## config.mk

```make
export PLATFORM = sky130hd
export DESIGN_NAME = scan_gen
export DESIGN_NICKNAME = d
export VERILOG_FILES = /design/src/rtl/video_pkg.sv /design/src/rtl/scan_gen.sv
export SDC_FILE = /design/constraint.sdc
export NUM_CORES = 1
export LEC_CHECK = 0
export BUFFER_PORTS_ARGS = -buffer_cell sky130_fd_sc_hd__buf_2
export CAP_MARGIN = 20
export CORE_MARGIN = 5
export CORE_UTILIZATION = 45
export CTS_CLUSTER_DIAMETER = 60
export DETAILED_ROUTE_END_ITERATION = 12
export PLACE_DENSITY_LB_ADDON = 0.2
export SLEW_MARGIN = 20
export SYNTH_ARGS = -nofsm -noshare
export SYNTH_HDL_FRONTEND = slang
export SYNTH_SLANG_ARGS = --single-unit
```

## constraint.sdc

```tcl
create_clock -name sys_clk -period 6 [get_ports sys_clk]
set_input_delay 1.5 -clock sys_clk [delete_from_list [all_inputs] [get_ports sys_clk]]
set_output_delay 1.5 -clock sys_clk [all_outputs]
set_load 0.03 [all_outputs]
```

## src/rtl/video_pkg.sv

```systemverilog
package video_pkg;

   ////////////////////////////////////////
   // Video memory layout
   ////////////////////////////////////////

   localparam int vram_addr_w = 13;
   localparam int vram_depth = 1 << vram_addr_w;
   localparam int font_base_w = 2;
   localparam logic [vram_addr_w-1:0] text_base = 13'h1e00; // Text rows, one byte per cell.

   localparam int cell_px = 8;
   localparam int cell_w = $clog2(cell_px);

   localparam int pal_entries = 16;
   localparam int pal_idx_w = 4;
   localparam int rgb_w = 16;

   ////////////////////////////////////////
   // CPU register map
   ////////////////////////////////////////

   localparam int axi_addr_w = 8;
   localparam int axi_data_w = 32;
   localparam int reg_idx_w = axi_addr_w - 2; // Byte address divided by 4.

   localparam logic [reg_idx_w-1:0] reg_mem_addr = 6'd0;
   localparam logic [reg_idx_w-1:0] reg_mem_data = 6'd1;
   localparam logic [reg_idx_w-1:0] reg_pal_index = 6'd2;
   localparam logic [reg_idx_w-1:0] reg_pal_data = 6'd3;
   localparam logic [reg_idx_w-1:0] reg_font_base = 6'd4;
   localparam logic [reg_idx_w-1:0] reg_control = 6'd5;

endpackage

```

## src/rtl/scan_gen.sv

```systemverilog
`timescale 1ns/1ps

module scan_gen #(
   parameter int text_cols = 80,
   parameter int text_rows = 30,
   parameter int h_blank = 160,
   parameter int v_blank = 45
) (
   input  logic                                              sys_clk,
   input  logic                                              rst,
   input  logic                                              display_en,
   input  logic                                              pal_we,
   input  logic [video_pkg::pal_idx_w-1:0]                   pal_idx,
   input  logic [video_pkg::rgb_w-1:0]                       pal_rgb,
   output logic                                              line_start,
   output logic [$clog2(text_rows*video_pkg::cell_px)-1:0]   fetch_line,
   output logic                                              fetch_half,
   output logic                                              rd_half,
   output logic [$clog2(text_cols*video_pkg::cell_px)-1:0]   rd_addr,
   input  logic [video_pkg::pal_idx_w-1:0]                   rd_pix,
   output logic                                              hs,
   output logic                                              vs,
   output logic                                              de,
   output logic [4:0]                                        red,
   output logic [5:0]                                        green,
   output logic [4:0]                                        blue
);
   import video_pkg::*;

   localparam int act_w = text_cols * cell_px;
   localparam int act_h = text_rows * cell_px;
   localparam int h_total = act_w + h_blank;
   localparam int v_total = act_h + v_blank;
   localparam int hc_w = $clog2(h_total);
   localparam int vc_w = $clog2(v_total);

   logic [hc_w-1:0] hc;
   logic [vc_w-1:0] vc;
   logic [vc_w-1:0] next_line;
   logic [vc_w-1:0] prep_line;
   logic active;
   logic hs_raw;
   logic vs_raw;
   logic de1;
   logic hs1;
   logic vs1;
   logic [rgb_w-1:0] pal [pal_entries];
   logic [rgb_w-1:0] rgb;

   assign active = (hc < act_w) && (vc < act_h);
   assign hs_raw = (hc >= act_w) && (hc < act_w + h_blank / 4);
   assign vs_raw = (vc >= act_h) && (vc < act_h + 2);

   // The fetch started in this line's blanking fills the line after next.
   assign next_line = (vc == vc_w'(v_total - 1)) ? '0 : vc + 1'b1;
   assign prep_line = (next_line == vc_w'(v_total - 1)) ? '0 : next_line + 1'b1;
   assign fetch_line = $bits(fetch_line)'(prep_line);
   assign fetch_half = prep_line[0];

   // Each line number owns the half given by its low bit.
   assign rd_half = vc[0];
   assign rd_addr = active ? hc[$bits(rd_addr)-1:0] : '0;

   ////////////////////////////////////////
   // Raster counters and output pipeline
   ////////////////////////////////////////

   always_ff @(posedge sys_clk) begin
      if (rst) begin
         hc <= '0;
         vc <= '0;
         line_start <= 1'b0;
         de1 <= 1'b0;
         hs1 <= 1'b0;
         vs1 <= 1'b0;
         de <= 1'b0;
         hs <= 1'b0;
         vs <= 1'b0;
         rgb <= '0;
      end else begin
         if (hc == hc_w'(h_total - 1)) begin
            hc <= '0;
            vc <= next_line;
         end else begin
            hc <= hc + 1'b1;
         end
         line_start <= (hc == hc_w'(act_w - 1)) && (prep_line < act_h);

         de1 <= active; // Line buffer data lands with this stage.
         hs1 <= hs_raw;
         vs1 <= vs_raw;
         de <= de1;
         hs <= hs1;
         vs <= vs1;
         rgb <= (de1 && display_en) ? pal[rd_pix] : '0;
      end
   end

   always_ff @(posedge sys_clk) begin
      if (pal_we) begin
         pal[pal_idx] <= pal_rgb;
      end
   end

   assign red = rgb[15:11];
   assign green = rgb[10:5];
   assign blue = rgb[4:0];

endmodule

```

=== Yosys cells after proc, flatten, opt, wreduce, memory -nomap -nowiden ===
Memories as Yosys holds them, arrays and structs flattened. A register that Yosys moved wholly into a read port is not among the register bits.
Index checks and enable logic that the tools add are counted.
Widths: inputs -> output; s select.

* Memories kept: 1
* Bits in registers: 26
* Memory bits (writable): 256
* Logic and storage cells: 37
* Input port bits: 28

* Add/subtract/negate cells: 3
* Multiplexer cells: 5
* Reduce and logical (&&, ||, !) cells: 7
* Eq/ne operators: 4
* Bitwise operators: 1
* Order comparisons: 7

{| class="wikitable"
|+ Memories
! name !! depth !! width !! read ports !! clocked after memory_dff !! write ports !! line !! source
|-
| pal || 16 || 16 || 1 || 1 || 1 || scan_gen.sv:47 || <nowiki>logic [rgb_w-1:0] pal [pal_entries];</nowiki>
|}

{| class="wikitable"
|+ Operators with widths
! cell !! count
|-
| $lt 9x8->1 const B || 3
|-
| $eq 10x10->1 const B || 2
|-
| $lt 10x10->1 const B || 2
|-
| $add 9x1->9 const B || 2
|-
| $eq 9x9->1 const B || 2
|-
| $mux 9 || 2
|-
| $add 10x1->10 const B || 1
|-
| $ge 10x10->1 const B || 1
|-
| $mux 10 || 1
|-
| $ge 9x8->1 const B || 1
|-
| $logic_and 1x1->1 || 5
|-
| $reduce_or 2->1 || 2
|-
| $mux 1 || 2
|-
| $not 1->1 || 1
|}

=== Depth between registers and ports, before layout ===
Gate-level depths: netlist (run 1).

* Word-level depth: 6
* Mapped depth: 13
* Gate-level depth less buffers: 10

=== Least setup slack after synthesis (run 1) ===
No wires, ideal clock.

* Path kind: register -> output
* Start: register vc[0]
* End: output fetch_line[2] (netlist bit)
* Slack: 1740 ps
* Path buffers: 2
* Arrival time: 2760 ps
* Required time: 4500 ps
* Cell stages (with the launch flop): 13
* Path through: dfxtp_1 -> clkbuf_2 -> inv_1 -> ha_1 -> nand3b_1 -> or3_1 -> clkbuf_1 -> nand2_1 -> ha_1 -> nand4_1 -> nor4b_1 -> a21o_1 -> nor3b_1

* Word-level cells in the longest chain between the ends: 4

{| class="wikitable"
|+ RTL lines
! what !! line !! source
|-
| start, declared || scan_gen.sv:38 || <nowiki>logic [vc_w-1:0] vc;</nowiki>
|-
| start signal, assigned || scan_gen.sv:83 || <nowiki>vc <= next_line;</nowiki>
|-
| $add 9x1->9 / $eq 9x9->1 (equally long branches) || scan_gen.sv:55 || <nowiki>assign next_line = (vc == vc_w'(v_total - 1)) ? '0 : vc + 1'b1;</nowiki>
|-
| $mux 9 (*) || scan_gen.sv:55 ||
|-
| $add 9x1->9 / $eq 9x9->1 (equally long branches) || scan_gen.sv:56 || <nowiki>assign prep_line = (next_line == vc_w'(v_total - 1)) ? '0 : next_line + 1'b1;</nowiki>
|-
| $mux 9 (*) || scan_gen.sv:56 ||
|-
| end, declared || scan_gen.sv:16 || <nowiki>output logic [$clog2(text_rows*video_pkg::cell_px)-1:0] fetch_line,</nowiki>
|}

Every way passes the cells marked *; elsewhere a longest branch is shown, timed or not.

=== Final worst setup path (run 1) ===
* Start: register vc[3]
* End: output fetch_line[2] (netlist bit)

* Word-level cells in the longest chain between the ends: 4

{| class="wikitable"
|+ RTL lines
! what !! line
|-
| $eq 9x9->1 / $add 9x1->9 (equally long branches) || scan_gen.sv:55
|-
| $mux 9 (*) || scan_gen.sv:55
|-
| $add 9x1->9 / $eq 9x9->1 (equally long branches) || scan_gen.sv:56
|-
| $mux 9 (*) || scan_gen.sv:56
|}

Marks and branches as above.

==> results.py, run 1 <==
metrics = {
    "run_status": {
        "outcome": "finished, final reports clean",
    },
    "cts": {
        "clk_transition_reported_paths_ps": 60,
        "cts_buffers": 31,
        "cts_post_setup_buffers_inserted": 0,
        "cts_num_sinks": 298,
        "max-clock-path-buffers": 3,
        "cts_tree": "built",
        "htree_num_levels": 1,
        "root_buffer": "clkbuf_16",
        "insertion_delay_ps": 550,
        "postCtsHoldBufs": 0,
        "post_cts_resized": 0,
    },
    "pwr": {
        "p_sw_mw": 0.887,
        "combPwrFrac_pct": 4.6,
        "power_internal_mw": 3.50,
        "clockPowerShare_pct": 43.0,
        "power_density_relative_to_cell_area_nw_per_um2": 325,
        "leak_pwr_nw": 4.46,
        "peakVddDrop_v": 0.000247,
        "power.share.sequential_pct": 52.5,
        "switching_share_pct": 20.2,
    },
    "logic_synthesis": {
        "synthesis.instances": 613,
        "count_of_warnings_emitted_by_yosys": 0,
        "syn_area_um2": 11700,
        "seq_area_frac_synth_pct": 73.0,
        "syn_nets": 646,
        "postSynthAreaPerCell_um2": 19.1,
        "flip_flop_and_latch_count_after_synthesis": 298,
        "synthDistinctLibCells": 42,
    },
    "detailed_routing": {
        "routed_via_density": 5.46,
        "antenna_nets_post_route": 0,
        "post-route-drc-count": 0,
        "via_count": 5791,
        "postRouteWirelength_um": 23900,
        "first_iter_violations": 557,
        "firstDrtPassIters": 5,
        "routed_wire_length_per_instance_um": 22.6,
    },
    "sta": {
        "fmaxAchievable_mhz": 214,
        "setup_viol_count_final": 0,
        "timing_worst_slew_pin_value_ps": 992,
        "fin_crit_ps": 4680,
        "slew-limit-headroom_pct": 33.7,
        "postLayoutSetupSlackWorst_ps": 1320,
        "grt_setup_unrepaired": "no",
        "period_share_pct": 78.1,
        "final_hold_viol_count": 0,
        "timing_max_transition_violations_final": 0,
        "totalNegativeSetupSlack_ps": 0,
        "timing.clock.skew_ps": 14.8,
    },
    "layout": {
        "most-common-layout-cells": "256 x edfxtp_1, 80 x mux4_2, 66 x buf_2",
        "final_layout_size_suffix_gt1_share_pct": 32.0,
        "syn2layout_area_growth_pct": 15.4,
        "final_core_util_pct": 52.2,
        "finalInstanceArea_um2": 13500,
        "nets": 734,
        "layout_commonest_cell": "edfxtp_1",
        "antenna_cells_inserted": 0,
        "non_filler_instances": 1060,
    },
    "min_path": {
        "hold_path_class": "reg2reg",
    },
    "grt": {
        "grt_antenna_before_repair": 0,
        "grt.total_usage_pct": 16.7,
        "globalRouteOverflowTotal": 0,
        "first_global_vias": 6067,
        "first_pass_grt_wire_length_um": 36500,
        "grt_max_degree": 37,
    },
    "place": {
        "finalWeightedCongestion": 0.840,
        "placement.io_buffers": 67,
        "detailedPlacementHpwl_um": 14300,
        "detailedPlace.worstSlack_ps": 1910,
        "detailed_place.area_um2": 12500,
        "placed_cells_incl_taps": 1003,
    },
    "worst_setup_path": {
        "worst_setup_sp_type": "register",
        "crit_arrival_ps": 3180,
        "cp_slowest_stage_delay_ps": 590,
        "critical_path.top_delay_family": "simple AND/OR/NAND/NOR gates",
        "crit_chain": "nand4bb_1 -> or3_1 -> nand2_1 -> ha_1 -> nand4_1 -> nor4b_1 -> a21o_1 -> nor3b_1 -> buf_2",
        "cp_num_buf_inv": 1,
        "worstSetupPathType": "reg2out",
        "crit_path_end_kind": "output port",
        "timing.critical_path.required_ps": 4500,
        "crit_slowest_cell": "dfxtp_1",
        "critical_path.max_fanout": 14,
    },
    "die": {
        "core_region_area_um2": 25800,
        "io_pins": 68,
        "die-height_um": 171,
        "die-width_um": 171,
        "site_row_count": 59,
        "fp.dieArea_um2": 29300,
        "start_util_pct": 45.2,
    },
    "flow_run": {
        "max-cap-violations": 0,
    },
}
-- sequential cells by signal, indices dropped and copies added (netlist names) --
name,flops
de,1
de1,1
hc,10
hs,1
hs1,1
line_start,1
pal,256
rgb,16
vc,9
vs,1
vs1,1
-- power by group through the flow --
| stage | registers (mW) | clock network, mW | logic [mW] |
|---|---|---|---|
| 2_1_floorplan | 2.35 | 0 | 0.123 |
| 3_3_place_gp | 2.34 | 0 | 0.200 |
| 3_5_place_dp | 2.35 | 0 | 0.205 |
| 4_1_cts | 2.30 | 1.94 | 0.206 |
| 5_1_grt | 2.30 | 2.02 | 0.217 |
| 6_report | 2.30 | 1.88 | 0.201 |
-- area by class of cell --
| class | count | area (um^2) |
|---|---|---|
| fill | 2069 | 12300 |
| sequential | 298 | 8530 |
| multi-input combinational | 276 | 3020 |
| clock buffer | 36 | 795 |
| timing repair buffer | 87 | 488 |
| tap | 335 | 419 |
| clock inverter | 21 | 218 |
| inverter | 7 | 26.3 |
-- Yosys cell counts --
master	instances	area share [%]
nor3b_1	3	0.19
a22oi_1	1	0.064
a21o_1	3	0.19
and4_1	1	0.075
or3b_2	1	0.075
nand4b_1	4	0.30
nor2_1	38	1.2
nand4bb_1	1	0.096
ha_1	5	0.54
nor2b_1	22	1.2
a211oi_1	2	0.13
buf_1	6	0.19
nand4_1	3	0.16
mux4_2	80	15
nor4b_1	2	0.15
clkbuf_1	10	0.32
nand2_1	19	0.61
a311oi_1	2	0.15
buf_2	6	0.26
buf_6	1	0.096
xor2_1	8	0.60
o311ai_0	1	0.075
clkbuf_2	2	0.086
nand2b_1	3	0.16
or4_1	2	0.13
a31o_2	1	0.075
buf_4	7	0.45
edfxtp_1	256	66
and4b_1	1	0.086
nor3_1	14	0.60
o21ai_0	7	0.30
xnor2_1	9	0.67
and2_1	12	0.64
and2_0	1	0.054
a21oi_1	8	0.34
inv_1	7	0.22
or3_1	4	0.21
dfxtp_1	42	7.2
and3_1	3	0.16
nand3_1	10	0.43
nand3b_1	4	0.26
o221ai_1	1	0.075
-- per-layer routing --
metal | part of all wire (%) | routed length (um) | GRT usage (%)
met1 | 42 | 10000 | 23.2
met2 | 50 | 11900 | 28.1
met3 | 6.7 | 1600 | 2.98
met4 | 1.5 | 350 | 3.38
met5 | 0 | 0 | 0
-- logic make-up after synthesis --
group	synth area share (%)
multiplexers	15.4
AND/OR/NAND/NOR	6.79
buffers and inverters	1.63
AO/OA/AOI/OAI	1.40
adder cells (fa/ha/maj)	0.535
XOR/XNOR	1.27
flip-flops	73.0
-- worst paths after layout --
kind / slack [ps] / endpoint / cells after the start / start
worst min-delay path: 430 / hs / 1 / hs1
worst min register to register: 430 / hs / 1 / hs1
worst max register to register: 3420 / line_start / 8 / vc[3]
worst max-delay path: 1320 / fetch_line[2] / 9 / vc[3]
-- stage by stage --
stage               hold slack (ps)  power, mW
floorplan                       414       2.47
global placement                419       2.54
detailed placement              425       2.55
CTS                             439       4.44
global route                    459       4.54
finish                          433       4.39
Power figures use the tool's default switching activity.
==> run 2, diff against run 1 <==
- clock period: 6 -> 4.8 ns (I/O delays scaled with it)
==> run 2 against run 1 <==
Clock skew increased by 4.3 ps. Non-clock buffer count unchanged. First-iteration DRC count is 0.90% higher. Critical path depth is 2 higher. Hold slack improved by 26 ps. Power grew 26%. Core utilization rose by 0.23 points.
==> results.py, run 2 (synthesis gave the netlist of run 1 again) <==
metrics = {
    "sta": {
        "fin_crit_ps": 4360,
        "totalNegativeSetupSlack_ps": 0,
        "timing.clock.skew_ps": 19.2,
        "postLayoutSetupSlackWorst_ps": 443,
        "setup_viol_count_final": 0,
        "timing.hold.ws_ps": 459,
        "final_hold_viol_count": 0,
        "period_share_pct": 90.8,
        "slew-limit-headroom_pct": 29.5,
        "timing_max_transition_violations_final": 0,
        "grt_setup_unrepaired": "no",
        "fmaxAchievable_mhz": 230,
        "timing_worst_slew_pin_value_ps": 1050,
    },
    "place": {
        "detailedPlacementHpwl_um": 14500,
        "detailedPlace.worstSlack_ps": 1020,
        "placed_cells_incl_taps": 1003,
        "placement.io_buffers": 67,
        "finalWeightedCongestion": 0.856,
        "detailed_place.area_um2": 12500,
    },
    "worst_setup_path": {
        "crit_arrival_ps": 3160,
        "path_common_cell": "ha_1",
        "cp_num_cells": 11,
        "worst_setup_sp_type": "register",
        "crit_path_end_kind": "output port",
        "crit_slowest_cell": "nor4b_1",
        "critical_path.max_fanout": 11,
        "critical_path.top_delay_family": "simple AND/OR/NAND/NOR gates",
        "cp_num_buf_inv": 2,
        "timing.critical_path.required_ps": 3600,
        "cp_slowest_stage_delay_ps": 560,
        "worstSetupPathType": "reg2out",
        "r2r_cells": 10,
        "crit_chain": "inv_1 -> ha_1 -> nand3b_1 -> or3_1 -> nand2_1 -> ha_1 -> nand4_1 -> nor4b_1 -> a21o_1 -> nor3b_1 -> buf_2",
    },
    "die": {
        "fp.dieArea_um2": 29300,
        "io_pins": 68,
        "site_row_count": 59,
        "die-height_um": 171,
        "core_region_area_um2": 25800,
        "die-width_um": 171,
        "start_util_pct": 45.2,
    },
    "pwr": {
        "power_internal_mw": 4.40,
        "power.share.sequential_pct": 52.2,
        "power_density_relative_to_cell_area_nw_per_um2": 407,
        "clockPowerShare_pct": 43.2,
        "peakVddDrop_v": 0.000289,
        "p_sw_mw": 1.12,
        "combPwrFrac_pct": 4.6,
        "leak_pwr_nw": 4.50,
        "switching_share_pct": 20.2,
    },
    "cts": {
        "post_cts_resized": 0,
        "cts_num_sinks": 298,
        "postCtsHoldBufs": 0,
        "clk_transition_reported_paths_ps": 60,
        "htree_num_levels": 2,
        "root_buffer": "clkbuf_16",
        "cts_tree": "built",
        "max-clock-path-buffers": 3,
        "cts_buffers": 34,
        "insertion_delay_ps": 500,
        "cts_post_setup_buffers_inserted": 0,
    },
    "run_status": {
        "outcome": "finished, final reports clean",
    },
    "detailed_routing": {
        "firstDrtPassIters": 5,
        "antenna_nets_post_route": 0,
        "routed_wire_length_per_instance_um": 22.9,
        "first_iter_violations": 562,
        "postRouteWirelength_um": 24300,
        "routed_via_density": 5.59,
        "post-route-drc-count": 0,
        "via_count": 5939,
    },
    "layout": {
        "final_layout_size_suffix_gt1_share_pct": 32.0,
        "regArea_um2": 8530,
        "non_filler_instances": 1063,
        "finalInstanceArea_um2": 13600,
        "multiInputGateArea_um2": 3020,
        "syn2layout_area_growth_pct": 15.9,
        "fillerInstances": 2090,
        "max_ffs_per_register": 256,
        "layout_commonest_cell": "edfxtp_1",
        "reg.largest.list": "pal x256, rgb x16, hc x10",
        "nets": 737,
        "most-common-layout-cells": "256 x edfxtp_1, 80 x mux4_2, 66 x buf_2",
        "regMostFlops": "pal",
        "antenna_cells_inserted": 0,
    },
    "min_path": {
        "timing.hold.worst_path_depth": 1,
        "hold_path_class": "reg2reg",
    },
    "grt": {
        "first_global_vias": 6231,
        "first_pass_grt_wire_length_um": 36900,
        "globalRouteOverflowTotal": 0,
        "grt.total_usage_pct": 16.8,
        "grt_antenna_before_repair": 0,
        "grt_max_degree": 35,
    },
    "flow_run": {
        "max-cap-violations": 0,
    },
}
[run 2: changes by cell type in the layout (fill, tap and decap cells not counted), moves of 4 or more]
cell,delta
clkbuf_1,+4
clkbuf_16,+4
bufinv_16,-4
clkbuf_8,+5
[run 2: layout make-up]
cell class,count,area share [%]
clock buffers,49,7.22
multi-input cells,276,22.3
well taps,335,3.09
clock inverters,11,0.499
flip-flops and latches,298,62.9
inverters,7,0.194
repair buffers,87,3.79
[run 2: final timing paths]
check	startpoint	endpoint	slack (ps)
max	vc[0]	fetch_line[2]	440
min	hs1	hs	460
max reg2reg	vc[0]	line_start	2210
min reg2reg	hs1	hs	460
[run 2: power groups by stage]
stage               clock network, mW  registers [mW]  logic (mW)
global placement                    0            2.93       0.254
detailed placement                  0            2.93       0.260
CTS                              2.45            2.88       0.260
global route                     2.55            2.88       0.276
finish                           2.38            2.88       0.254
floorplan                           0            2.94       0.154
[run 2: worst register-to-register path, cell delays in order (launching register included)]
cell      delay [ps]
dfxtp_1          390
inv_1            120
ha_1             150
nand3b_1         120
or3_1            470
nand2_1          140
ha_1             150
nand4_1           80
nor4b_1          560
a311oi_1         100
a311oi_1         240
[run 2: layer usage]
| layer | GRT usage, % | part of all wire [%] | up-vias |
|---|---|---|---|
| met3 | 3.17 | 5.5 | 55 |
| li1 | - | - | 2641 |
| met2 | 28.4 | 50 | 195 |
| met1 | 22.9 | 42 | 3048 |
| met5 | 0 | 0 | - |
| met4 | 4.37 | 2.2 | 0 |
[run 2: metrics by stage]
step                      util (%)  power (mW)
after detailed placement      48.4        3.19
after global placement        48.4        3.18
final                         52.5        5.51
after global routing          52.5        5.70
after floorplan                  -        3.09
after CTS                     52.5        5.59
==> run 3, diff against run 2 <==
- CTS_BUF_LIST: not set -> sky130_fd_sc_hd__clkbuf_8
==> run 3 against run 2 <==
First-iteration DRC count down 4.1%. Sequential share of layout area up 0.46 points. Highest routed layer unchanged. Hold slack worse by 4.3 ps.
==> results.py, run 3 (synthesis gave the netlist of run 1 again) <==
metrics = {
    "run_status": {
        "outcome": "finished, final reports clean",
    },
    "cts": {
        "cts_tree": "built",
        "cts_buffers": 48,
        "root_buffer": "clkbuf_8",
        "clk_transition_reported_paths_ps": 60,
        "cts_num_sinks": 298,
        "max-clock-path-buffers": 3,
        "insertion_delay_ps": 570,
        "cts_post_setup_buffers_inserted": 0,
        "post_cts_resized": 0,
        "htree_num_levels": 2,
        "postCtsHoldBufs": 0,
    },
    "worst_setup_path": {
        "critical_path.max_fanout": 11,
        "timing.critical_path.required_ps": 3600,
        "critical_path.top_delay_family": "simple AND/OR/NAND/NOR gates",
        "crit_arrival_ps": 3210,
        "crit_slowest_cell": "nor4b_1",
        "cp_slowest_stage_delay_ps": 540,
        "worstSetupPathType": "reg2out",
        "cp_num_buf_inv": 2,
        "crit_chain": "inv_1 -> ha_1 -> nand3b_1 -> or3_1 -> nand2_1 -> ha_1 -> nand4_1 -> nor4b_1 -> a21o_1 -> nor3b_1 -> buf_2",
        "worst_setup_sp_type": "register",
        "crit_path_end_kind": "output port",
        "path_common_cell": "ha_1",
    },
    "pwr": {
        "power_internal_mw": 4.11,
        "clockPowerShare_pct": 40.2,
        "p_sw_mw": 1.12,
        "power_density_relative_to_cell_area_nw_per_um2": 389,
        "peakVddDrop_v": 0.000256,
        "power.share.sequential_pct": 54.9,
        "switching_share_pct": 21.4,
        "leak_pwr_nw": 4.53,
        "combPwrFrac_pct": 4.9,
    },
    "sta": {
        "timing_max_transition_violations_final": 0,
        "final_hold_viol_count": 0,
        "timing_worst_slew_pin_value_ps": 931,
        "fin_crit_ps": 4410,
        "timing.clock.skew_ps": 32.9,
        "totalNegativeSetupSlack_ps": 0,
        "grt_setup_unrepaired": "no",
        "setup_viol_count_final": 0,
        "timing.hold.ws_ps": 455,
        "period_share_pct": 91.8,
        "slew-limit-headroom_pct": 37.9,
        "fmaxAchievable_mhz": 227,
    },
    "die": {
        "io_pins": 68,
        "start_util_pct": 45.2,
        "fp.dieArea_um2": 29300,
        "die-height_um": 171,
        "die-width_um": 171,
        "site_row_count": 59,
        "core_region_area_um2": 25800,
    },
    "layout": {
        "regMostFlops": "pal",
        "max_ffs_per_register": 256,
        "antenna_cells_inserted": 0,
        "layout_commonest_cell": "edfxtp_1",
        "final_layout_size_suffix_gt1_share_pct": 32.6,
        "most-common-layout-cells": "256 x edfxtp_1, 80 x mux4_2, 66 x buf_2",
        "reg.largest.list": "pal x256, rgb x16, hc x10",
        "nets": 752,
        "syn2layout_area_growth_pct": 15.1,
    },
    "grt": {
        "grt.total_usage_pct": 16.9,
        "first_pass_grt_wire_length_um": 36800,
        "grt_antenna_before_repair": 0,
        "globalRouteOverflowTotal": 0,
        "grt_max_degree": 35,
        "first_global_vias": 6336,
    },
    "detailed_routing": {
        "post-route-drc-count": 0,
        "first_iter_violations": 539,
        "firstDrtPassIters": 5,
        "postRouteWirelength_um": 24400,
        "via_count": 5962,
        "routed_via_density": 5.45,
        "antenna_nets_post_route": 0,
        "routed_wire_length_per_instance_um": 22.3,
    },
    "place": {
        "placement.io_buffers": 67,
        "detailedPlacementHpwl_um": 14500,
        "finalWeightedCongestion": 0.856,
    },
    "flow_run": {
        "max-cap-violations": 0,
    },
    "min_path": {
        "hold_path_class": "reg2reg",
    },
}
## run 3: per-layer routing
layer	share of wire, %	routed length (um)	vias to the layer above	track usage, %
met3	6.1	1490	51	3.67
met1	43	10400	3044	22.6
met5	0	0	-	0
li1	-	-	2677	-
met2	49	12000	190	28.2
met4	2.0	495	0	4.86
## run 3: area by class of cell
| type | count | area [um^2] |
|---|---|---|
| multi-input combinational | 276 | 3020 |
| fill | 2119 | 12400 |
| clock inverter | 39 | 253 |
| timing repair buffer | 88 | 520 |
| tap | 335 | 419 |
| clock buffer | 50 | 688 |
| inverter | 7 | 26.3 |
| sequential | 298 | 8530 |
## run 3: through the flow
step | power [mW] | setup WS [ps] | util (%) | instances | cell area (um^2)
after floorplan | 3.09 | 840 | - | 613 | 11700
after global routing | 5.44 | 136 | 52.1 | 1093 | 13500
after detailed placement | 3.19 | 1020 | 48.4 | 1003 | 12500
after global placement | 3.18 | 1080 | 48.4 | 1003 | 12500
final | 5.24 | 394 | 52.1 | 1093 | 13500
after CTS | 5.30 | 403 | 52.0 | 1092 | 13400
## run 3: power by group through the flow
stage | sequential [mW] | combinational [mW] | clock [mW]
2_1_floorplan | 2.94 | 0.154 | 0
3_3_place_gp | 2.93 | 0.254 | 0
3_5_place_dp | 2.93 | 0.260 | 0
4_1_cts | 2.88 | 0.260 | 2.17
5_1_grt | 2.88 | 0.276 | 2.28
6_report | 2.88 | 0.254 | 2.11
## run 3: worst paths after layout
kind         depth (start not counted)            end  start  slack, ps
max                                 11  fetch_line[2]  vc[0]        390
min                                  1             vs    vs1        450
max reg2reg                         10     line_start  vc[0]       2210
min reg2reg                          1             vs    vs1        450
