===== config.mk =====
export PLATFORM = sky130hd
export DESIGN_NAME = char_fetch
export DESIGN_NICKNAME = d
export VERILOG_FILES = /design/src/rtl/video_pkg.sv /design/src/rtl/char_fetch.sv
export SDC_FILE = /design/constraint.sdc
export NUM_CORES = 1
export LEC_CHECK = 0
export BUFFER_PORTS_ARGS = -buffer_cell sky130_fd_sc_hd__buf_2
export CAP_MARGIN = 20
export CELL_PAD_IN_SITES_DETAIL_PLACEMENT = 2
export CELL_PAD_IN_SITES_GLOBAL_PLACEMENT = 2
export CORE_UTILIZATION = 47
export DETAILED_ROUTE_END_ITERATION = 6
export GPL_TIMING_DRIVEN = 1
export HOLD_SLACK_MARGIN = 0.15
export MAX_ROUTING_LAYER = met4
export PLACE_DENSITY_LB_ADDON = 0.1
export SYNTH_ARGS = -nofsm -noshare
export SYNTH_HDL_FRONTEND = slang
export SYNTH_SLANG_ARGS = --single-unit

===== constraint.sdc =====
create_clock -name sys_clk -period 3.11 [get_ports sys_clk]
set_input_delay 0 -clock sys_clk [delete_from_list [all_inputs] [get_ports sys_clk]]
set_output_delay 0 -clock sys_clk [all_outputs]
set_load 0.02 [all_outputs]

===== src/rtl/video_pkg.sv =====
package video_pkg;

   ////////////////////////////////////////
   // Video memory layout
   ////////////////////////////////////////

   localparam int vram_addr_w = 13;
   localparam int vram_depth = 1 << vram_addr_w;
   localparam int font_base_w = 2;
   localparam logic [vram_addr_w-1:0] text_base = 13'h1e00; // Text rows, one byte per cell.

   localparam int cell_px = 8;
   localparam int cell_w = $clog2(cell_px);

   localparam int pal_entries = 16;
   localparam int pal_idx_w = 4;
   localparam int rgb_w = 16;

   ////////////////////////////////////////
   // CPU register map
   ////////////////////////////////////////

   localparam int axi_addr_w = 8;
   localparam int axi_data_w = 32;
   localparam int reg_idx_w = axi_addr_w - 2; // Byte address divided by 4.

   localparam logic [reg_idx_w-1:0] reg_mem_addr = 6'd0;
   localparam logic [reg_idx_w-1:0] reg_mem_data = 6'd1;
   localparam logic [reg_idx_w-1:0] reg_pal_index = 6'd2;
   localparam logic [reg_idx_w-1:0] reg_pal_data = 6'd3;
   localparam logic [reg_idx_w-1:0] reg_font_base = 6'd4;
   localparam logic [reg_idx_w-1:0] reg_control = 6'd5;

endpackage


===== src/rtl/char_fetch.sv =====
`timescale 1ns/1ps

module char_fetch #(
   parameter int text_cols = 80,
   parameter int text_rows = 30
) (
   input  logic                                              sys_clk,
   input  logic                                              rst,
   input  logic                                              line_start,
   input  logic [$clog2(text_rows*video_pkg::cell_px)-1:0]   fetch_line,
   input  logic                                              fetch_half,
   input  logic [video_pkg::font_base_w-1:0]                 font_base,
   output logic                                              fetch_req,
   output logic [video_pkg::vram_addr_w-1:0]                 fetch_addr,
   input  logic                                              fetch_ack,
   input  logic [7:0]                                        fetch_rdata,
   output logic                                              wr_en,
   output logic                                              wr_half,
   output logic [$clog2(text_cols*video_pkg::cell_px)-1:0]   wr_addr,
   output logic [7:0]                                        wr_bits,
   output logic                                              busy
);
   import video_pkg::*;

   localparam int col_w = $clog2(text_cols);
   localparam logic [col_w-1:0] last_col = col_w'(text_cols - 1);

   localparam logic [1:0] st_idle = 2'd0;
   localparam logic [1:0] st_text = 2'd1;
   localparam logic [1:0] st_font = 2'd2;

   logic [1:0] state;
   logic [col_w-1:0] col;
   logic [cell_w-1:0] scan;
   logic half;
   logic [font_base_w-1:0] fb;
   logic [vram_addr_w-1:0] row_addr;
   logic [7:0] codes [text_cols]; // Character codes of the current text row.

   assign busy = (state != st_idle);

   // Address is held steady while the request waits for its ack.
   assign fetch_addr = (state == st_text) ? row_addr + vram_addr_w'(col)
                                          : {fb, codes[col], scan};

   always_ff @(posedge sys_clk) begin
      wr_en <= 1'b0;
      if (rst) begin
         state <= st_idle;
         fetch_req <= 1'b0;
      end else begin
         case (state)
            st_idle: begin
               if (line_start) begin
                  scan <= fetch_line[cell_w-1:0];
                  half <= fetch_half;
                  fb <= font_base;
                  row_addr <= text_base
                     + vram_addr_w'(fetch_line >> cell_w) * vram_addr_w'(text_cols);
                  col <= '0;
                  // Codes are only read on the first scan row of a text row.
                  state <= (fetch_line[cell_w-1:0] == '0) ? st_text : st_font;
               end
            end
            st_text: begin
               if (fetch_ack) begin
                  fetch_req <= 1'b0;
                  codes[col] <= fetch_rdata;
                  if (col == last_col) begin
                     col <= '0;
                     state <= st_font;
                  end else begin
                     col <= col + 1'b1;
                  end
               end else begin
                  fetch_req <= 1'b1;
               end
            end
            st_font: begin
               if (fetch_ack) begin
                  fetch_req <= 1'b0;
                  wr_en <= 1'b1;
                  wr_half <= half;
                  wr_addr <= {col, {cell_w{1'b0}}};
                  wr_bits <= fetch_rdata;
                  if (col == last_col) begin
                     state <= st_idle;
                  end else begin
                     col <= col + 1'b1;
                  end
               end else begin
                  fetch_req <= 1'b1;
               end
            end
            default: state <= st_idle;
         endcase
      end
   end

endmodule


After elaboration in Yosys (flattened, before gate mapping)
Memory sizes are Yosys's and may differ from the RTL's. A register that Yosys moved wholly into a read port is not among the register bits.
Cells that the tools add are included.
{"block": "op_classes", "addsub": 3, "n_mul": 1, "n_eq_ne": 9, "n_mux": 20, "bitwise": 2, "n_reduce_logical": 10}
{"cell": "$mux 7", "n": 6}
{"cell": "$pmux 7 s3", "n": 1}
{"cell": "$add 13x12->13 const A", "n": 1}
{"cell": "$add 13x7->13", "n": 1}
{"cell": "$mux 13", "n": 1}
{"cell": "$mux 2", "n": 6}
{"cell": "$ne 2x2->1 const B", "n": 5}
{"cell": "$mul 5x3->8 const B", "n": 1}
{"cell": "$add 7x1->7 const B", "n": 1}
{"cell": "$eq 7x7->1 const B", "n": 1}
{"cell": "$pmux 2 s3", "n": 1}
{"cell": "$reduce_and 3->1", "n": 2}
{"cell": "$reduce_and 6->1", "n": 1}
{"cell": "$mux 1", "n": 5}
{"cell": "$reduce_and 5->1", "n": 1}
{"cell": "$reduce_or 2->1", "n": 2}
{"cell": "$logic_not 3->1", "n": 1}
{"cell": "$reduce_bool 3->1", "n": 1}
{"cell": "$eq 2x1->1 const B", "n": 1}
{"cell": "$eq 2x2->1 const B", "n": 1}
{"cell": "$logic_not 2->1", "n": 1}
{"cell": "$ne 2x1->1 const B", "n": 1}
{"cell": "$not 1->1", "n": 2}
{"cell": "$reduce_bool 2->1", "n": 1}
{"block": "word_totals", "ff_bits": 46, "ram_bits": 640, "input_bits": 23, "out_inout_bits": 35, "elab_cells": 57, "memories": 1}
{"memory": "codes", "words": 80, "width": 8, "rd": 1, "rd_clocked_by_memory_dff": 1, "write_ports": 1, "line_no": "char_fetch.sv:38", "source": "logic [7:0] codes [text_cols];"}

Longest topological paths before layout
Gate-level depths: netlist of the first run.
{"block": "depth", "depth_word": 5, "ltp_mapped": 11, "mapped_depth_nobuf": 9}

Worst setup path after synthesis of the first run
Ideal clock, no wire load.
{"block": "synth_path", "path_kind": "flip-flop to flip-flop", "from": "reg state[1]", "to": "mem codes[60][0] (enable)", "setup_ns": 0.370, "t_arrival_ns": 1.990, "required_time_ns": 2.740, "path_slack_ns": 0.749, "path_stages_with_launch": 8, "n_path_buf": 1, "period_less_slack_ns": 2.361, "cell_sequence": "dfxtp_1 inv_1 ha_1 buf_2 inv_1 nor4_1 nand3b_1 nor2_1"}
{"block": "synth_between", "elab_chain_len": 4}
{"element": "start, declared", "line_no": "char_fetch.sv:32", "source": "logic [1:0] state;"}
{"element": "start signal, assigned", "line_no": "char_fetch.sv:49", "source": "state <= st_idle;"}
{"element": "start signal, assigned", "line_no": "char_fetch.sv:62", "source": "state <= (fetch_line[cell_w-1:0] == '0) ? st_text : st_font;"}
{"element": "start signal, assigned", "line_no": "char_fetch.sv:71", "source": "state <= st_font;"}
{"element": "$eq 2x1->1", "line_no": "char_fetch.sv:52", "source": "case (state)"}
{"element": "$mux 1", "line_no": "char_fetch.sv:52"}
{"element": "$mux 1", "line_no": "char_fetch.sv:48", "source": "if (rst) begin"}
{"element": "$mux 1 (not written as such)", "line_no": "char_fetch.sv:68", "source": "codes[col] <= fetch_rdata;"}
{"element": "end, declared", "line_no": "char_fetch.sv:38"}
Every way passes these cells.

==> results_dict.tcl, run 1 <==
set metrics [dict create \
    timing.critical_path.fanout_max 5 \
    fp.dieH_um 243 \
    floorplan.io_pins 58 \
    die_area_um2 59200 \
    wire_per_inst_um 36.2 \
    slew-limit-headroom_pct 27.8 \
    n_fill_cell 4730 \
    placement.io_buffers 54 \
    clock_power_share_pct 37.0 \
    cellInternalPower_mw 17.3 \
    simple_gate_portion_of_the_synthesized_area_pct 3.76 \
    power.leakage_nw 11.1 \
    critPathLaunchType "register" \
    timing.rr.start "state[1]" \
    arrival_time_of_the_worst_setup_path_ns 3.26 \
    grt_pass1_vias 16800 \
    synth.ff_latch_count 689 \
    antenna_violating_nets_post_route 0 \
    cp-end-kind "output pin" \
    postSynthAreaPerCell_um2 19.9 \
    synth_enable_flop_cells 678 \
    top_area_cell_type_share_of_the_netlist_area_pct 74.3 \
    routed_wire_length_um 90900 \
    crit_path_cell_trace "buf_6 -> buf_12 -> buf_4 -> mux4_2 -> mux2i_4 -> a221oi_4 -> a32oi_2 -> buf_4 -> a21oi_2 -> a21o_1 -> buf_6" \
    synth_compound_area_share_pct 2.58 \
    final.period_utilization_pct 105 \
    grt_pass1_wl_um 129000 \
    drtIter0Drc 1367 \
    switchingPower_mw 6.31 \
    cellPowerDensity_nw_per_um2 699 \
    design.core.area_um2 57600 \
    grt_overflow_total 0 \
    gp_congestion 0.827 \
    cts_made_buffers 73 \
    vias_per_cell 6.18 \
    count_of_pins_over_their_slew_limit 0 \
    period_minus_slack_ns 3.26 \
    detailroute.via_count 15500 \
    critical_path.slowest_cell "sky130_fd_sc_hd__mux4_2" \
    combinational_family_with_the_most_area_after_synthesis "multiplexers" \
    setup_viol_count_final 8 \
    worst_skew_late_latency_ns 0.62 \
    crit_required_ns 3.11 \
    post_synth_inst_count 1376 \
    cts.reportedPaths.clkPinSlew_ns 0.07 \
    cts_max_level 3 \
    max_freq_mhz 307 \
    prevailing_post_synth_register_cell "sky130_fd_sc_hd__edfxtp_1" \
    max_slew.worst_pin.slew_ns 1.08 \
    power.share.sequential_pct 44.0 \
    most_frequently_used_cell_type_in_the_post_synthesis_netlist "sky130_fd_sc_hd__edfxtp_1" \
    clock_sink_count 689 \
    areaGrowthSynthToFinish_pct 23.0 \
    row_count 88 \
    drc 2 \
    yosys-mux-area-fraction_pct 15.5 \
    yosys-top-cells-area "sky130_fd_sc_hd__edfxtp_1 (74%), sky130_fd_sc_hd__mux4_2 (12%), sky130_fd_sc_hd__mux2i_1 (2.1%)" \
    ir_worst_vdd_uv 654 \
    p_total_mw 23.6 \
    utilization_pct 58.5 \
    grt_usage_pct 32.2 \
    synth.yosys.warnings 0 \
    final-instance-count-excl-fill 2510 \
    placed_cells_incl_taps 2286 \
    start_util_pct 47.6 \
    cts_tree "yes" \
    grt_setup_unrepaired "yes" \
    fin_nets 1727 \
    yosys.area.top_type "sky130_fd_sc_hd__edfxtp_1" \
    outcome "finished with violations" \
    number_of_antenna_violations_at_the_first_check_in_global_routing 0 \
    violated_checks "DRC, setup timing" \
    max_cap_violations 0 \
    hold_path.startpoint "fetch_rdata[1]" \
    drt_first_pass_iters 7 \
    finalHoldViolations 0 \
    critical_path.max_stage_delay_ns 0.54 \
    cts_buffer_depth 3 \
    synthArstFlopShare_pct 0 \
    synth_seq_area_share_pct 75.1 \
    switching_share_pct 26.8 \
    hp-class "input pin to register" \
    yosys.area_share.xor_xnor_pct 0.448 \
    worst-setup-path-type "register to output pin" \
    dpl.hpwl_um 53100 \
    yosys.area_share.adder_pct 0.786 \
    combinational_cell_fraction_of_total_power_pct 19.0 \
    die_w_um 243 \
    worst_clock_skew_ns 0.0238 \
    synthesis.area_um2 27400 \
    synth.top_cells.by_count "sky130_fd_sc_hd__edfxtp_1 (678), sky130_fd_sc_hd__mux4_2 (151), sky130_fd_sc_hd__nor2_1 (110)" \
    post_route_cells_drive_above_1_share_pct 36.0 \
    synth_cell_type_count 58 \
    timing.final.ws_setup_ns -0.150 \
    grt_start_max_net_pins 82 \
    worst_setup_slack_after_placement_ns -0.0115 \
    clock-root-buffer "sky130_fd_sc_hd__clkbuf_16" \
]
==> registers in the layout (all words and copies together), names as in the netlist, named ones only <==
signal / count
fb: 2
codes: 640
row_addr: 9
wr_en: 1
wr_addr: 7
wr_half: 1
col: 7
scan: 3
state: 2
wr_bits: 8
half: 1
fetch_req: 1
==> cell usage in the layout (no fill, tap or decap), types with 7 or more instances in the layout <==
| cell | n |
|---|---|
| sky130_fd_sc_hd__edfxtp_1 | 678 |
| sky130_fd_sc_hd__buf_4 | 170 |
| sky130_fd_sc_hd__mux4_2 | 151 |
| sky130_fd_sc_hd__nor2_1 | 110 |
| sky130_fd_sc_hd__clkbuf_16 | 77 |
| sky130_fd_sc_hd__nand2_1 | 53 |
| sky130_fd_sc_hd__buf_2 | 46 |
| sky130_fd_sc_hd__mux2i_1 | 35 |
| sky130_fd_sc_hd__dlygate4sd3_1 | 30 |
| sky130_fd_sc_hd__mux2_2 | 24 |
| sky130_fd_sc_hd__buf_6 | 23 |
| sky130_fd_sc_hd__clkbuf_1 | 20 |
| sky130_fd_sc_hd__buf_12 | 20 |
| sky130_fd_sc_hd__clkinv_1 | 18 |
| sky130_fd_sc_hd__inv_1 | 17 |
| sky130_fd_sc_hd__nand3_1 | 15 |
| sky130_fd_sc_hd__mux2i_4 | 14 |
| sky130_fd_sc_hd__ha_1 | 14 |
| sky130_fd_sc_hd__o21ai_0 | 13 |
| sky130_fd_sc_hd__a21oi_1 | 11 |
| sky130_fd_sc_hd__nor2b_1 | 10 |
| sky130_fd_sc_hd__xnor2_1 | 9 |
| sky130_fd_sc_hd__mux2i_2 | 8 |
| sky130_fd_sc_hd__dfxtp_1 | 8 |
| sky130_fd_sc_hd__nand3b_1 | 7 |
| sky130_fd_sc_hd__clkinv_2 | 7 |
| sky130_fd_sc_hd__buf_8 | 7 |
==> layer usage <==
metal  track usage, %  vias up  part of all wire (%)
li1                 -     6241                     -
met1             41.0     8454                    39
met2             52.8      635                    52
met3             5.11      171                   5.9
met4             11.0        0                   3.3
met5                -        -                     0
==> metrics by stage <==
stage	TNS, ns	cell area, um^2	hold WS (ns)
after global routing	-1.25	33700	0.236
after global placement	0	29600	0.176
after detailed placement	-0.0115	29600	0.182
final	-0.946	33700	0.205
after CTS	-1.15	33300	0.202
after floorplan	0	27400	0.0989
==> worst max-delay path, delay by kind of cell (launching register included) <==
kind | cells | cell delay (ns)
AO/OA/AOI/OAI | 4 | 0.70
multiplexers | 2 | 0.80
buffers and inverters | 5 | 0.71
flip-flops | 1 | 0.40
==> final timing paths <==
path	endpoint	slack, ns	cells after the start
worst max-delay path	fetch_addr[8]	-0.15	11
worst min-delay path	codes[46][1]	0.20	2
worst max register to register	codes[32][0]	0.31	8
worst min register to register	wr_half	0.49	0
==> layout make-up <==
class	instances	area [um^2]	share of cell area [%]
Sequential cell	689	20600	61.1
Clock inverter	34	313	0.928
Clock buffer	96	1970	5.83
Antenna cell	2	5.00	0.0149
Tap cell	765	957	2.84
Multi-Input combinational cell	598	6930	20.6
Timing Repair Buffer	306	2850	8.46
Inverter	20	80.1	0.238
==> logic make-up (layout without fill, tap and decap cells) <==
family          after synthesis  after routing
xor+xnor                     14             14
flops                       689            689
compound gates              102            102
buf+inv                      91            456
other cells                   1              5
mux                         232            232
fa+ha+maj                    16             16
simple gates                231            231
==> power groups by stage <==
stage / Clock [mW] / Combinational [mW] / Sequential, mW
after floorplan: 0 / 1.97 / 10.5
after global placement: 0 / 3.17 / 10.6
after detailed placement: 0 / 3.29 / 10.6
after CTS: 8.72 / 4.17 / 10.4
after global routing: 9.10 / 4.64 / 10.4
final: 8.73 / 4.48 / 10.4
==> repair_timing <==
action | in CTS | in global routing
pin swaps | 16 | 21
endpoints found under the setup margin | 8 | 8
endpoints found under the hold margin | 193 | 67
gates resized for setup | 119 | 61
hold buffers | 29 | 1
buffers inserted | 43 | 19
cloned | 6 | 2
No activity file was read; power rests on OpenSTA's default activity.
==> run 2, diff against run 1 <==
Settings changed: MAX_ROUTING_LAYER met4 to unset.
==> run 2 against run 1 <==
Net effect: the flow still finishes with violations (DRC, setup timing); highest routed layer unchanged; clock skew up 0.0029 ns; sequential share of layout area up 0.29 points; global-route usage down 0.99 points; count of clock-buffer cells in the layout unchanged; final cell count down 0.32%; critical path depth up 1; total power down 0.29%; utilization down 0.28 points; routed wire length down 0.23%; combinational power down 2%; sequential cell count unchanged.
==> results_dict.tcl, run 2 (synthesis gave the netlist of run 1 again) <==
set metrics [dict create \
    outcome "finished with violations" \
    violated_checks "DRC, setup timing" \
    cts_max_level 3 \
    placement.io_buffers 54 \
    post_route_cells_drive_above_1_share_pct 35.6 \
    finalHoldViolations 0 \
    detailroute.via_count 15400 \
    arrival_time_of_the_worst_setup_path_ns 3.30 \
    max_freq_mhz 303 \
    utilization_pct 58.2 \
    number_of_antenna_violations_at_the_first_check_in_global_routing 1 \
    period_minus_slack_ns 3.30 \
    worst_skew_late_latency_ns 0.62 \
    cellPowerDensity_nw_per_um2 701 \
    largestRegisters "codes x640, row_addr x9, wr_bits x8" \
    drc 2 \
    grt_setup_unrepaired "yes" \
    row_count 88 \
    areaGrowthSynthToFinish_pct 22.4 \
    cts_tree "yes" \
    worst-setup-path-type "register to output pin" \
    floorplan.io_pins 58 \
    drtIter0Drc 1390 \
    clock_sink_count 689 \
    layout_commonest_cell "sky130_fd_sc_hd__edfxtp_1" \
    critPathLaunchType "register" \
    fin_nets 1721 \
    timing.final.ws_setup_ns -0.194 \
    grt_pass1_wl_um 129000 \
    max_slew.worst_pin.slew_ns 1.08 \
    critical_path.reg2reg.endpoint "codes[32][6]" \
    die_w_um 243 \
    start_util_pct 47.6 \
    clock-root-buffer "sky130_fd_sc_hd__clkbuf_16" \
    crit_required_ns 3.11 \
    timing.critical_path.fanout_max 7 \
    slew-limit-headroom_pct 28.2 \
    worst_clock_skew_ns 0.0267 \
    worst_hold_slack_ns 0.252 \
    reg2reg_setup_slack_ns 0.27 \
    grt_start_max_net_pins 82 \
    fp.dieH_um 243 \
    commonest_non_fill_non_tap_cells_in_the_layout "sky130_fd_sc_hd__edfxtp_1 (678), sky130_fd_sc_hd__buf_4 (171), sky130_fd_sc_hd__mux4_2 (151), sky130_fd_sc_hd__nor2_1 (110), sky130_fd_sc_hd__clkbuf_16 (76)" \
    largest_reg_flops 640 \
    hp-class "input pin to register" \
    max_cap_violations 0 \
    drt_first_pass_iters 7 \
    cts.reportedPaths.clkPinSlew_ns 0.07 \
    finalSetupTns_ns -1.42 \
    grt_pass1_vias 16800 \
    timing.rr.start "state[1]" \
    cts_buffer_depth 3 \
    ir_worst_vdd_uv 661 \
    placed_cells_incl_taps 2286 \
    antennaDiodeCount 0 \
    antenna_violating_nets_post_route 0 \
    design.core.area_um2 57600 \
    timing.critical_path.to "fetch_addr[4]" \
    setup_viol_count_final 8 \
    grt_usage_pct 31.2 \
    routed_wire_length_um 90700 \
    max_flop_register "codes" \
    reg2reg_depth 8 \
    p_total_mw 23.5 \
    die_area_um2 59200 \
    wire_per_inst_um 36.2 \
    grt_overflow_total 0 \
    gp_congestion 0.815 \
    power.leakage_nw 11.0 \
    cp-end-kind "output pin" \
    count_of_pins_over_their_slew_limit 0 \
    n_fill_cell 4736 \
    dpl.hpwl_um 53100 \
    final-instance-count-excl-fill 2502 \
    cts_made_buffers 73 \
    vias_per_cell 6.15 \
    final.period_utilization_pct 106 \
]
## run 2: cell count changes in the layout (fill, tap and decap cells not counted), sizes merged
cell / before / now
buf: 272 / 267
diode: 2 / 0
clkbuf: 98 / 97
## run 2: worst max-delay path, cell delays in order, from the launching register on
cell	delay, ns
sky130_fd_sc_hd__dfxtp_4	0.44
sky130_fd_sc_hd__buf_6	0.14
sky130_fd_sc_hd__buf_12	0.11
sky130_fd_sc_hd__buf_16	0.14
sky130_fd_sc_hd__buf_16	0.15
sky130_fd_sc_hd__mux4_2	0.54
sky130_fd_sc_hd__mux2i_4	0.20
sky130_fd_sc_hd__a221oi_2	0.09
sky130_fd_sc_hd__buf_4	0.19
sky130_fd_sc_hd__a211oi_4	0.30
sky130_fd_sc_hd__buf_6	0.16
sky130_fd_sc_hd__o21ai_4	0.07
sky130_fd_sc_hd__buf_6	0.14
## run 2: worst min path at each step
| stage | start | to | slack [ns] | cells past startpoint |
|---|---|---|---|---|
| after global placement | fetch_half | half | 0.18 | 1 |
| after detailed placement | font_base[1] | fb[1] | 0.18 | 1 |
| final | fetch_rdata[1] | codes[36][1] | 0.25 | 2 |
| after global routing | fetch_rdata[1] | codes[36][1] | 0.25 | 2 |
| after floorplan | fetch_rdata[0] | codes[0][0] | 0.1 | 0 |
| after CTS | fetch_rdata[0] | wr_bits[0] | 0.20 | 1 |
## run 2: repair_timing
item                                   4_1_cts  5_1_grt
endpoints found under the hold margin      193       63
pin swaps                                   16       20
gates resized for setup                    119       42
setup endpoints to repair                    8        8
setup buffers                               43       12
hold buffers                                29        1
gates cloned                                 6        1
## run 2: routing by layer
layer  share of wire (%)  vias to the layer above  GRT usage, %
met3                 5.5                      179          5.19
met5                   0                        -             0
li1                    -                     6215             -
met2                  51                      624          53.0
met4                 3.7                        0          11.2
met1                  40                     8379          40.5
## run 2: per-stage QoR
| stage | instance area [um^2] | setup slack [ns] |
|---|---|---|
| after floorplan | 27400 | 0.749 |
| after global placement | 29600 | 0.0783 |
| after detailed placement | 29600 | -0.0115 |
| after CTS | 33300 | -0.209 |
| after global routing | 33500 | -0.229 |
| final | 33500 | -0.194 |
## run 2: cell type report
cell class / count / area (um^2) / share of cell area, %
timing repair buffer: 300 / 2750 / 8.21
tap: 765 / 957 / 2.85
inverter: 20 / 77.6 / 0.231
clock inverter: 34 / 313 / 0.933
sequential: 689 / 20600 / 61.4
multi-input combinational: 598 / 6880 / 20.5
clock buffer: 96 / 1970 / 5.86
## run 2: report_power, final
group	total, mW	leakage [nW]	switching [mW]	internal, mW
clock	8.74	1.11	3.79	4.95
combinational	4.39	3.74	2.42	1.97
sequential	10.4	6.20	0.0947	10.3
total	23.5	11.0	6.30	17.2
==> run 3, diff against run 2 <==
Settings changed: SETUP_SLACK_MARGIN set to 0.4.
==> run 3 against run 2 <==
Net effect: the flow still finishes with violations (DRC, setup timing); first-iteration DRC count rose by 5.9%; clock skew increased by 0.0021 ns; total power grew 0.44%; clock power about the same; sequential cell count stayed put; register-to-register slack better by 0.20 ns; utilization is 0.32 points higher; global-route usage is 0.14 points higher; final cell count increased by 0.44%; count of clock-buffer cells in the layout unchanged; combinational power increased by 2%; via count increased by 0.99%; critical path type unchanged; critical endpoint is now fetch_addr[7]; largest power group unchanged.
==> results_dict.tcl, run 3 (synthesis gave the netlist of run 1 again) <==
set metrics [dict create \
    start_util_pct 47.6 \
    gp_congestion 0.815 \
    critPathLaunchType "register" \
    worst_skew_late_latency_ns 0.62 \
    worst_clock_skew_ns 0.0288 \
    setup_viol_count_final 8 \
    routed_wire_length_um 91700 \
    crit_required_ns 3.11 \
    largest_reg_flops 640 \
    grt_usage_pct 31.3 \
    design.core.area_um2 57600 \
    placement.io_buffers 54 \
    clock-root-buffer "sky130_fd_sc_hd__clkbuf_16" \
    fp.dieH_um 243 \
    layout_commonest_cell "sky130_fd_sc_hd__edfxtp_1" \
    drc 1 \
    multi_input_area_um2 6920 \
    die_area_um2 59200 \
    n_fill_cell 4716 \
    largestRegisters "codes x640, row_addr x9, wr_bits x8" \
    arrival_time_of_the_worst_setup_path_ns 3.36 \
    post_route_cells_drive_above_1_share_pct 36.4 \
    slew-limit-headroom_pct 27.8 \
    final.period_utilization_pct 108 \
    max_slew.worst_pin.slew_ns 1.08 \
    detailroute.via_count 15600 \
    hp-class "input pin to register" \
    timing.critical_path.fanout_max 7 \
    cellPowerDensity_nw_per_um2 700 \
    die_w_um 243 \
    max_flop_register "codes" \
    cts_tree "yes" \
    row_count 88 \
    antennaDiodeCount 0 \
    ir_worst_vdd_uv 656 \
    max_cap_violations 0 \
    count_of_pins_over_their_slew_limit 0 \
    cts.reportedPaths.clkPinSlew_ns 0.07 \
    cts_buffer_depth 3 \
    wire_per_inst_um 36.5 \
    drt_first_pass_iters 7 \
    placedInstanceArea_um2 29600 \
    floorplan.io_pins 58 \
    grt_overflow_total 0 \
    number_of_antenna_violations_at_the_first_check_in_global_routing 0 \
    grt_pass1_wl_um 129000 \
    cts_made_buffers 73 \
    grt_setup_unrepaired "yes" \
    worst_setup_slack_after_placement_ns -0.0115 \
    period_minus_slack_ns 3.36 \
    vias_per_cell 6.19 \
    drtIter0Drc 1472 \
    max_freq_mhz 297 \
    dpl.hpwl_um 53100 \
    ff_latch_area_um2 20600 \
    fin_nets 1732 \
    finalHoldViolations 0 \
    cts_max_level 3 \
    grt_pass1_vias 16900 \
    cp-end-kind "output pin" \
    power.leakage_nw 11.1 \
    outcome "finished with violations" \
    clock_sink_count 689 \
    worst-setup-path-type "register to output pin" \
    violated_checks "DRC, setup timing" \
    grt_start_max_net_pins 82 \
    areaGrowthSynthToFinish_pct 23.1 \
    stdcell_area_um2 33700 \
    timing.final.ws_setup_ns -0.254 \
    antenna_violating_nets_post_route 0 \
    commonest_non_fill_non_tap_cells_in_the_layout "sky130_fd_sc_hd__edfxtp_1 (678), sky130_fd_sc_hd__buf_4 (178), sky130_fd_sc_hd__mux4_2 (151), sky130_fd_sc_hd__nor2_1 (103), sky130_fd_sc_hd__clkbuf_16 (76)" \
]
-- run 3: changes by cell type in the layout (fill, tap and decap cells not counted), sizes merged --
cell and change:
buf +10, bufbuf +1
-- run 3: critical path, cell delays in order (launching register included) --
cell and delay [ns]:
sky130_fd_sc_hd__dfxtp_4 0.48, sky130_fd_sc_hd__buf_6 0.14, sky130_fd_sc_hd__buf_12 0.11, sky130_fd_sc_hd__mux2_4 0.31, sky130_fd_sc_hd__a222oi_1 0.42, sky130_fd_sc_hd__a31oi_1 0.16
sky130_fd_sc_hd__buf_4 0.17, sky130_fd_sc_hd__a32oi_2 0.23, sky130_fd_sc_hd__buf_4 0.18, sky130_fd_sc_hd__a21oi_2 0.06, sky130_fd_sc_hd__buf_4 0.17, sky130_fd_sc_hd__a21o_1 0.16
sky130_fd_sc_hd__buf_6 0.13
-- run 3: power breakdown --
group | internal [mW] | switching (mW) | total, mW
combinational | 2.05 | 2.43 | 4.48
sequential | 10.3 | 0.101 | 10.4
clock | 4.95 | 3.80 | 8.75
-- run 3: cell type report --
cell class	instances	area share (%)
Sequential cell	689	61.1
Multi-Input combinational cell	598	20.5
Timing Repair Buffer	311	8.58
Clock buffer	96	5.83
Tap cell	765	2.84
Clock inverter	34	0.928
Inverter	20	0.230
-- run 3: what timing repair did --
| item | CTS | global route |
|---|---|---|
| gates cloned | 6 | 1 |
| pin swaps | 17 | 21 |
| endpoints found under the hold margin | 193 | 54 |
| hold buffers | 29 | 1 |
| setup endpoints to repair | 62 | 26 |
| setup buffers | 42 | 17 |
| gates resized for setup | 123 | 54 |
-- run 3: worst paths after layout --
path,from,end,depth (start not counted),slack [ns]
max,register,fetch_addr[7],12,-0.25
min,fetch_rdata[1],codes[36][1],2,0.25
max reg2reg,col[0],register,6,0.47
min reg2reg,half,wr_half,0,0.49
-- run 3: through the flow --
| step | instances | utilization [%] | total power [mW] | TNS (ns) | hold slack, ns |
|---|---|---|---|---|---|
| global placement | 2286 | 51.3 | 13.8 | 0 | 0.176 |
| CTS | 2493 | 57.7 | 23.2 | -1.24 | 0.202 |
| global route | 2513 | 58.5 | 24.1 | -2.00 | 0.247 |
| finish | 2513 | 58.5 | 23.6 | -1.68 | 0.250 |
| floorplan | 1378 | - | 12.5 | 0 | 0.0989 |
| detailed placement | 2286 | 51.3 | 13.9 | -0.0115 | 0.182 |
-- run 3: metal layers --
metal	global-route usage [%]	part of all wire, %	wire, um	vias up
met1	41.2	39	36200	8449
met3	4.27	5.5	5060	184
met2	53.4	51	46900	665
li1	-	-	-	6252
met4	11.5	3.8	3530	0
met5	0	0	0	-
